--- src/design/core_cfg_pkg.sv ---
/*
 * Core-wide data width and word types.
 * Import into any block that carries operands or results of the integer core.
 */

package core_cfg_pkg;

    // --------------------
    // Data width

    // Register and operand width
    parameter int XLEN = 32;

    // Shift amount field, taken from the low bits of source 2
    parameter int SHAMT_W = 5;

    // --------------------
    // Word types

    // One operand or result word
    typedef logic [XLEN-1:0] word_t;

    // Full product or sign-extended shift value
    typedef logic [2*XLEN-1:0] dword_t;

endpackage : core_cfg_pkg

--- src/design/alu_op_pkg.sv ---
/*
 * ALU operation codes, compare flags and the request/response words
 * exchanged between the ALU core and the iterative divider.
 */

package alu_op_pkg;

    import core_cfg_pkg::*;

    // --------------------
    // Operation codes

    typedef enum logic [4:0] {
        ALU_ADD    = 5'h00,
        ALU_SUB    = 5'h01,
        ALU_XOR    = 5'h02,
        ALU_OR     = 5'h03,
        ALU_AND    = 5'h04,
        ALU_SLL    = 5'h05,
        ALU_SRL    = 5'h06,
        ALU_SRA    = 5'h07,
        ALU_SLT    = 5'h08,
        ALU_SLTU   = 5'h09,
        ALU_MUL    = 5'h0A,
        ALU_MULH   = 5'h0B,
        ALU_MULHU  = 5'h0C,
        ALU_MULHSU = 5'h0D,
        ALU_DIV    = 5'h0E,
        ALU_DIVU   = 5'h0F,
        ALU_REM    = 5'h10,
        ALU_REMU   = 5'h11,
        ALU_NOP    = 5'h1F
    } alu_op_e;

    // Divider operation, signed kinds are DIV and REM
    typedef enum logic [1:0] {
        DK_DIV  = 2'd0,
        DK_DIVU = 2'd1,
        DK_REM  = 2'd2,
        DK_REMU = 2'd3
    } div_kind_e;

    // --------------------
    // Flags and divider words

    // zero from SUB, less and ge_zero from SLT/SLTU
    typedef struct packed {
        logic zero;
        logic less;
        logic ge_zero;
    } alu_flags_t;

    typedef struct packed {
        logic      start;
        div_kind_e kind;
        word_t     dividend;
        word_t     divisor;
    } div_req_t;

    typedef struct packed {
        logic  done;
        word_t result;
    } div_rsp_t;

endpackage : alu_op_pkg

--- src/design/alu_core.sv ---
/*
 * Integer ALU datapath. Simple ops are combinational; SRA and multiplies
 * take one registered cycle, divides are handed to the iterative divider.
 * busy_o tells the surrounding stage to hold op and operands.
 */

`timescale 1ns/10ps

module alu_core
    import core_cfg_pkg::*, alu_op_pkg::*;
(
    input  logic       clk,
    input  logic       rst_n,
    input  logic       flow_wait_i,
    input  alu_op_e    op_i,
    input  word_t      src1_i,
    input  word_t      src2_i,
    input  div_rsp_t   div_rsp_i,
    output div_req_t   div_req_o,
    output word_t      res_o,
    output alu_flags_t flags_o,
    output logic       busy_o
);

    word_t     src1_abs;
    word_t     src2_abs;
    logic      src1_neg;
    logic      src2_neg;
    logic      slt_s;
    logic      slt_u;
    dword_t    sra_ext;
    dword_t    ext_nxt;
    dword_t    ext_q;
    logic      ext_flag_q;
    logic      is_ext_op;
    logic      is_div_op;
    logic      ext_capture;
    dword_t    prod;
    dword_t    prod_neg;
    logic      div_start;
    logic      div_run_q;
    div_kind_e div_kind;

    // --------------------
    // Operand preparation

    assign src1_neg = src1_i[XLEN-1];
    assign src2_neg = src2_i[XLEN-1];
    assign src1_abs = src1_neg ? (~src1_i + 1'b1) : src1_i;
    assign src2_abs = src2_neg ? (~src2_i + 1'b1) : src2_i;

    assign slt_s = $signed(src1_i) < $signed(src2_i);
    assign slt_u = src1_i < src2_i;

    // Arithmetic shift done on the sign-extended double word
    assign sra_ext = {{XLEN{src1_neg}}, src1_i} >> src2_i[SHAMT_W-1:0];

    assign is_ext_op = op_i inside {ALU_SRA, ALU_MUL, ALU_MULH, ALU_MULHU, ALU_MULHSU};
    assign is_div_op = op_i inside {ALU_DIV, ALU_DIVU, ALU_REM, ALU_REMU};

    // First unstalled cycle of a two-cycle op
    assign ext_capture = is_ext_op && !ext_flag_q && !flow_wait_i;

    // Unsigned product of the captured pair
    assign prod     = ext_q[2*XLEN-1:XLEN] * ext_q[XLEN-1:0];
    assign prod_neg = ~prod + 1'b1;

    // --------------------
    // Extension register

    always_comb begin
        case (op_i)
            ALU_SRA:    ext_nxt = sra_ext;
            ALU_MULH:   ext_nxt = {src1_abs, src2_abs};
            ALU_MULHSU: ext_nxt = {src1_abs, src2_i};
            default:    ext_nxt = {src1_i, src2_i};
        endcase
    end

    always_ff @(posedge clk or negedge rst_n) begin
        if (!rst_n) begin
            ext_flag_q <= 1'b0;
        end else begin
            ext_flag_q <= ext_capture;
        end
    end

    always_ff @(posedge clk) begin
        if (ext_capture) begin
            ext_q <= ext_nxt;
        end
    end

    // --------------------
    // Divider request

    // A running divide keeps start up even if the stage stalls
    assign div_start = is_div_op && !div_rsp_i.done && (div_run_q || !flow_wait_i);

    always_ff @(posedge clk or negedge rst_n) begin
        if (!rst_n) begin
            div_run_q <= 1'b0;
        end else begin
            div_run_q <= div_start;
        end
    end

    always_comb begin
        case (op_i)
            ALU_DIVU: div_kind = DK_DIVU;
            ALU_REM:  div_kind = DK_REM;
            ALU_REMU: div_kind = DK_REMU;
            default:  div_kind = DK_DIV;
        endcase
    end

    assign div_req_o.start    = div_start;
    assign div_req_o.kind     = div_kind;
    assign div_req_o.dividend = src1_i;
    assign div_req_o.divisor  = src2_i;

    // --------------------
    // Result and flags

    always_comb begin
        res_o   = '0;
        flags_o = '0;
        busy_o  = ext_capture || div_start;
        case (op_i)
            ALU_ADD: res_o = src1_i + src2_i;
            ALU_SUB: begin
                res_o        = src1_i - src2_i;
                flags_o.zero = (src1_i == src2_i);
            end
            ALU_XOR: res_o = src1_i ^ src2_i;
            ALU_OR:  res_o = src1_i | src2_i;
            ALU_AND: res_o = src1_i & src2_i;
            ALU_SLL: res_o = src1_i << src2_i[SHAMT_W-1:0];
            ALU_SRL: res_o = src1_i >> src2_i[SHAMT_W-1:0];
            ALU_SLT: begin
                res_o           = {{(XLEN-1){1'b0}}, slt_s};
                flags_o.less    = slt_s;
                flags_o.ge_zero = !slt_s;
            end
            ALU_SLTU: begin
                res_o           = {{(XLEN-1){1'b0}}, slt_u};
                flags_o.less    = slt_u;
                flags_o.ge_zero = !slt_u;
            end
            ALU_SRA: res_o = ext_q[XLEN-1:0];
            ALU_MUL: res_o = prod[XLEN-1:0];
            // Sign fix-up on the magnitude product
            ALU_MULH:   res_o = (src1_neg ^ src2_neg) ? prod_neg[2*XLEN-1:XLEN]
                                                      : prod[2*XLEN-1:XLEN];
            ALU_MULHU:  res_o = prod[2*XLEN-1:XLEN];
            ALU_MULHSU: res_o = src1_neg ? prod_neg[2*XLEN-1:XLEN]
                                         : prod[2*XLEN-1:XLEN];
            ALU_DIV, ALU_DIVU, ALU_REM, ALU_REMU: begin
                if (div_rsp_i.done) begin
                    res_o = div_rsp_i.result;
                end
            end
            default: res_o = '0;
        endcase
    end

    // --------------------
    // Checks

    // Request stays up and unchanged until the divider answers
    a_req_held: assert property (@(posedge clk) disable iff (!rst_n)
        div_req_o.start && !div_rsp_i.done |=> div_rsp_i.done || $stable(div_req_o));

    a_idle_on_done: assert property (@(posedge clk) disable iff (!rst_n)
        div_rsp_i.done |-> !busy_o);

endmodule : alu_core

--- src/design/div_unit.sv ---
/*
 * Iterative restoring divider, BITS_PER_CYCLE quotient bits per clock.
 * Latches a request on start while idle and answers with a one-cycle done.
 */

`timescale 1ns/10ps

module div_unit
    import core_cfg_pkg::*, alu_op_pkg::*;
#(
    parameter int BITS_PER_CYCLE = 1
) (
    input  logic     clk,
    input  logic     rst_n,
    input  div_req_t div_req_i,
    output div_rsp_t div_rsp_o
);

    localparam int STEPS = XLEN / BITS_PER_CYCLE;
    localparam int CNT_W = $clog2(STEPS + 1);

    typedef enum logic [1:0] {
        S_IDLE,
        S_RUN,
        S_DONE
    } state_e;

    state_e           state_q;
    logic [CNT_W-1:0] cnt_q;
    logic             start_ok;
    logic             signed_op;
    div_kind_e        kind_q;
    logic             neg_quo_q;
    logic             neg_rem_q;
    logic             zero_div_q;
    word_t            dividend_abs;
    word_t            divisor_abs;
    word_t            rem_q;
    word_t            quo_q;
    word_t            divisor_q;
    word_t            rem_nxt;
    word_t            quo_nxt;
    word_t            quo_fix;
    word_t            rem_fix;

    // --------------------
    // Request latch

    assign start_ok  = (state_q == S_IDLE) && div_req_i.start;
    assign signed_op = (div_req_i.kind == DK_DIV) || (div_req_i.kind == DK_REM);

    assign dividend_abs = (signed_op && div_req_i.dividend[XLEN-1])
                        ? (~div_req_i.dividend + 1'b1) : div_req_i.dividend;
    assign divisor_abs  = (signed_op && div_req_i.divisor[XLEN-1])
                        ? (~div_req_i.divisor + 1'b1) : div_req_i.divisor;

    always_ff @(posedge clk or negedge rst_n) begin
        if (!rst_n) begin
            state_q <= S_IDLE;
            cnt_q   <= '0;
        end else begin
            case (state_q)
                S_IDLE: begin
                    if (div_req_i.start) begin
                        state_q <= S_RUN;
                        cnt_q   <= '0;
                    end
                end
                S_RUN: begin
                    if (cnt_q == CNT_W'(STEPS - 1)) begin
                        state_q <= S_DONE;
                    end
                    cnt_q <= cnt_q + 1'b1;
                end
                default: state_q <= S_IDLE;
            endcase
        end
    end

    always_ff @(posedge clk) begin
        if (start_ok) begin
            kind_q     <= div_req_i.kind;
            neg_quo_q  <= signed_op && (div_req_i.dividend[XLEN-1] ^ div_req_i.divisor[XLEN-1]);
            neg_rem_q  <= signed_op && div_req_i.dividend[XLEN-1];
            zero_div_q <= (div_req_i.divisor == '0);
            rem_q      <= '0;
            quo_q      <= dividend_abs;
            divisor_q  <= divisor_abs;
        end else if (state_q == S_RUN) begin
            rem_q <= rem_nxt;
            quo_q <= quo_nxt;
        end
    end

    // --------------------
    // Restoring steps

    always_comb begin : restore_steps
        logic [XLEN:0] part;
        word_t         rem_v;
        word_t         quo_v;
        rem_v = rem_q;
        quo_v = quo_q;
        part  = '0;
        for (int i = 0; i < BITS_PER_CYCLE; i++) begin
            // Dividend bits shift out of the quotient into the remainder
            part  = {rem_v, quo_v[XLEN-1]};
            quo_v = {quo_v[XLEN-2:0], 1'b0};
            if (part >= {1'b0, divisor_q}) begin
                part     = part - {1'b0, divisor_q};
                quo_v[0] = 1'b1;
            end
            rem_v = part[XLEN-1:0];
        end
        rem_nxt = rem_v;
        quo_nxt = quo_v;
    end

    // --------------------
    // Sign fix-up and response

    // Overflow case already yields the most negative quotient and zero remainder
    assign quo_fix = zero_div_q ? '1 : (neg_quo_q ? (~quo_q + 1'b1) : quo_q);
    assign rem_fix = neg_rem_q ? (~rem_q + 1'b1) : rem_q;

    assign div_rsp_o.done   = (state_q == S_DONE);
    assign div_rsp_o.result = (kind_q == DK_REM || kind_q == DK_REMU) ? rem_fix : quo_fix;

    // --------------------
    // Checks

    // One done cycle, STEPS + 1 cycles after the request is latched
    a_done_pulse: assert property (@(posedge clk) disable iff (!rst_n)
        start_ok |-> ##(STEPS+1) div_rsp_o.done ##1 !div_rsp_o.done);

    a_step_fit: assert property (@(posedge clk) disable iff (!rst_n)
        (XLEN % BITS_PER_CYCLE) == 0);

endmodule : div_unit

--- src/design/exec_unit.sv ---
/*
 * Execute block top. Joins the ALU core with the iterative divider;
 * BITS_PER_CYCLE sets the divider speed (1, 2 or 4).
 */

`timescale 1ns/10ps

module exec_unit
    import core_cfg_pkg::*, alu_op_pkg::*;
#(
    parameter int BITS_PER_CYCLE = 1
) (
    input  logic       clk,
    input  logic       rst_n,
    input  logic       flow_wait_i,
    input  alu_op_e    op_i,
    input  word_t      src1_i,
    input  word_t      src2_i,
    output word_t      res_o,
    output alu_flags_t flags_o,
    output logic       busy_o
);

    div_req_t div_req;
    div_rsp_t div_rsp;

    // --------------------
    // Datapath and op decode

    alu_core i_alu_core (
        .clk         (clk),
        .rst_n       (rst_n),
        .flow_wait_i (flow_wait_i),
        .op_i        (op_i),
        .src1_i      (src1_i),
        .src2_i      (src2_i),
        .div_rsp_i   (div_rsp),
        .div_req_o   (div_req),
        .res_o       (res_o),
        .flags_o     (flags_o),
        .busy_o      (busy_o)
    );

    // --------------------
    // Divider

    div_unit #(
        .BITS_PER_CYCLE (BITS_PER_CYCLE)
    ) i_div_unit (
        .clk       (clk),
        .rst_n     (rst_n),
        .div_req_i (div_req),
        .div_rsp_o (div_rsp)
    );

endmodule : exec_unit

--- config.mk ---
export PLATFORM = sky130hd
export DESIGN_NAME = exec_unit
export DESIGN_NICKNAME = d
export VERILOG_FILES = /design/src/design/core_cfg_pkg.sv /design/src/design/alu_op_pkg.sv /design/src/design/alu_core.sv /design/src/design/div_unit.sv /design/src/design/exec_unit.sv
export SDC_FILE = /design/constraint.sdc
export NUM_CORES = 2
export LEC_CHECK = 0
export BUFFER_PORTS_ARGS = -buffer_cell sky130_fd_sc_hd__buf_2
export CAP_MARGIN = 10
export CORE_UTILIZATION = 47
export DETAILED_ROUTE_END_ITERATION = 7
export GPL_TIMING_DRIVEN = 0
export HOLD_SLACK_MARGIN = 0.02
export PLACE_DENSITY_LB_ADDON = 0.05
export SKIP_CTS_REPAIR_TIMING = 1
export SLEW_MARGIN = 20
export SYNTH_ARGS = -nofsm -noshare
export SYNTH_HDL_FRONTEND = slang
export SYNTH_SLANG_ARGS = --single-unit
export TNS_END_PERCENT = 30
--- constraint.sdc ---
create_clock -name clk -period 11 [get_ports clk]
set_clock_uncertainty 0.1 [all_clocks]
set_input_delay 1.1 -clock clk [delete_from_list [all_inputs] [get_ports clk]]
set_output_delay 1.1 -clock clk [all_outputs]
set_load 0.02 [all_outputs]
==> metrics.txt <==
Top-Level Pins=around 110; CTS Sinks=approximately 170; Congestion Overflow GR=0; Final Hold Vio Count=0; Setup CP Type=flop to primary output; detailed placer's ending HPWL=roughly 250000 um; Hold Path Class=input port to asynchronous set/reset pin; Final Max Tran Viols=0; first-pass GRT wire length=~400000 um; vias per cell=between 6 and 7; die area=around 120000 sq um; clk_lat worst skew=~0.52 ns; die height=approximately 350 um; Initial DRC Count=around 7000; Max Buffers Root-to-Sink=2; Fillers=between 10000 and 15000; CTS clk-pin slew, worst paths=0.12 ns; Die W=346 um; Initial Util=47.3%; CP max FO=9; total track usage=about half; maximum clock rate=88.6 MHz; Yosys cell types=between 80 and 90; Req. time, crit path=approximately 9.8 ns; Worst Setup End Kind=primary output; met3 Use GR=a little over a tenth; worst-case reg-to-reg path depth=15; IO Port Bufs=roughly 110; overall via count from detail_route=54800; crit start category=flop; Final period util=103%; std cell rows=126; gr busiest metal=met2; synthesized area per cell=between 8 and 9 sq um; Detail Route Antenna Nets=0; GR Layer Usage met1=between 50 and 60%; max_cap viols=0; Slew headroom=about 9%; CTS H-Tree Depth=4; R2R Path End=i_div_unit.rem_q[15]; slowest cell delay on critical path=0.70 ns; largest net degree at the start of global routing=33; ratio of cells with drive above 1 in the final layout=under 10%; fin crit period=11.29 ns; Post-Route WL=roughly 290000 um; DR WL/cell=between 30 and 40 um; crit path DAT=about 10 ns; failing checks=negative setup slack; Slew @ Worst Pin=1.37 ns; Nets=8355; slowest cell on the critical path=o211ai_1; CTS buffer count=17; initial antenna violation count=25; vias in the first global route=about 54000; first-pass iteration count of the detailed router=8; Final WS setup=-0.292 ns; synthesis-stage register bit count=~170; Post-synth ARST share=~5.7%; CTS tree=done; post-synthesis sequential area ratio=around 8.7%; Post-Syn Area=~56000 sq um; Post-synth EDFFs=roughly 130; capture point of the worst path=res_o[25]; met2 Use GR=about three quarters; status=finished with violations; Placeable Area=around 120000 sq um; Critical Path Start=i_alu_core.ext_q[7]; Top cell by count, worst path=fa_1; gate count after technology mapping=6749; top_reg_cell synth=edfxtp_1; yosys warns=0; Area Growth Syn to Fin=10.7%; Syn Nets=between 8000 and 9000; Final Setup Violations=12; Root Driver=clkbuf_16; # DRC=0; FF-to-FF Start=i_div_unit.rem_q[4]; reg-to-reg setup timing slack=between 5 and 6 ns; setup tns final=-1.36 ns; Final Wtd Congestion=approximately 1.2; RSZ-0062 raised after global routing=yes
-- state kept, by name, summed over array words and instances (netlist names) --
register / cells
i_alu_core.ext_q: 64
i_div_unit.neg_rem_q: 1
i_div_unit.rem_q: 32
i_div_unit.kind_q: 1
i_div_unit.divisor_q: 32
i_div_unit.zero_div_q: 1
i_alu_core.ext_flag_q: 1
i_div_unit.cnt_q: 6
i_div_unit.neg_quo_q: 1
i_div_unit.quo_q: 32
i_alu_core.div_run_q: 1
i_div_unit.state_q: 2
-- metal layers --
layer	share of wire [%]	vias to the layer above
met5	0.038	-
met4	11	14
met3	10	1131
met2	43	3733
met1	35	27400
li1	-	22600
-- worst min-delay path by stage --
stage,slack (ns),cells past startpoint,end,start
after floorplan,0.37,1,i_div_unit.cnt_q[3],i_div_unit.cnt_q[3]
after global placement,0.40,1,i_div_unit.cnt_q[3],i_div_unit.cnt_q[3]
after detailed placement,0.40,1,i_div_unit.cnt_q[3],i_div_unit.cnt_q[3]
after CTS,0.33,1,i_div_unit.cnt_q[2],rst_n
after global routing,0.35,1,i_div_unit.cnt_q[2],rst_n
final,0.33,1,i_div_unit.cnt_q[2],rst_n
-- logic make-up after synthesis --
family | after synthesis | share of synthesized area (%)
compound gates | 1301 | 15.1
xor+xnor | 208 | 3.27
mux | 113 | 2.33
buf+inv | 1429 | 9.65
flops | 174 | 8.70
simple gates | 2226 | 19.7
fa+ha+maj | 1298 | 41.2
-- Yosys cell counts (all sizes together), types with 25 or more instances --
| cell | number | share of area, % |
|---|---|---|
| a211o | 28 | 0.44 |
| a211oi | 38 | 0.51 |
| a21o | 65 | 0.87 |
| a21oi | 321 | 2.9 |
| a221o | 38 | 0.68 |
| a221oi | 62 | 0.97 |
| a22oi | 25 | 0.34 |
| a31oi | 46 | 0.52 |
| and2 | 609 | 6.8 |
| buf | 30 | 0.23 |
| clkbuf | 395 | 2.7 |
| dfxtp | 32 | 1.1 |
| edfxtp | 132 | 7.1 |
| fa | 899 | 32 |
| ha | 399 | 9.0 |
| inv | 1002 | 6.7 |
| mux2i | 95 | 1.7 |
| nand2 | 810 | 5.5 |
| nand2b | 25 | 0.28 |
| nand3 | 79 | 0.72 |
| nand4 | 57 | 0.65 |
| nor2 | 351 | 2.4 |
| nor2b | 27 | 0.30 |
| nor3 | 93 | 0.83 |
| nor4 | 28 | 0.31 |
| o211ai | 49 | 0.66 |
| o21a | 25 | 0.34 |
| o21ai | 347 | 3.1 |
| o21bai | 32 | 0.43 |
| o22ai | 27 | 0.30 |
| o31ai | 42 | 0.57 |
| or3 | 61 | 0.75 |
| xnor2 | 122 | 1.9 |
| xor2 | 86 | 1.4 |
-- through the flow --
step	setup slack, ns	area [sq um]	cells	utilization, %	hold WS, ns
5_1_grt	-0.358	61700	8534	52.3	0.349
3_5_place_dp	-1.95	58600	8414	49.7	0.402
4_1_cts	-2.56	59200	8446	50.2	0.332
3_3_place_gp	-5.32	58200	8390	49.4	0.402
6_report	-0.292	61700	8543	52.4	0.334
2_1_floorplan	1.35	55800	6749	-	0.369
-- layout make-up --
class	count	area (sq um)	area share [%]
inverters	1004	3770	6.10
clock inverters	15	228	0.369
flip-flops and latches	174	4850	7.86
well taps	1536	1920	3.11
clock buffers	17	425	0.689
diodes	9	22.5	0.0365
plain buffers	403	1970	3.19
repair buffers	239	1810	2.93
multi-input cells	5146	46700	75.7
-- worst max-delay path, delay by kind of cell, from the launching register on --
kind,cells,cell delay [ns]
fa+ha+maj,9,4.32
flops,1,0.63
buf+inv,7,1.10
compound gates,5,1.82
simple gates,8,1.68
-- layout by cell type (no fill, tap or decap), types with 106 or more instances in the layout --
cell type / n
fa_1: 890
inv_1: 995
and2_1: 606
edfxtp_1: 132
a21oi_1: 302
nand2_1: 807
xnor2_1: 106
o21ai_0: 324
buf_4: 126
clkbuf_1: 198
ha_1: 381
buf_2: 136
nor2_1: 343
Power is left out: the tool's default activity adds up to more than one toggle a clock period on the data nets, which glitch-free logic cannot reach.
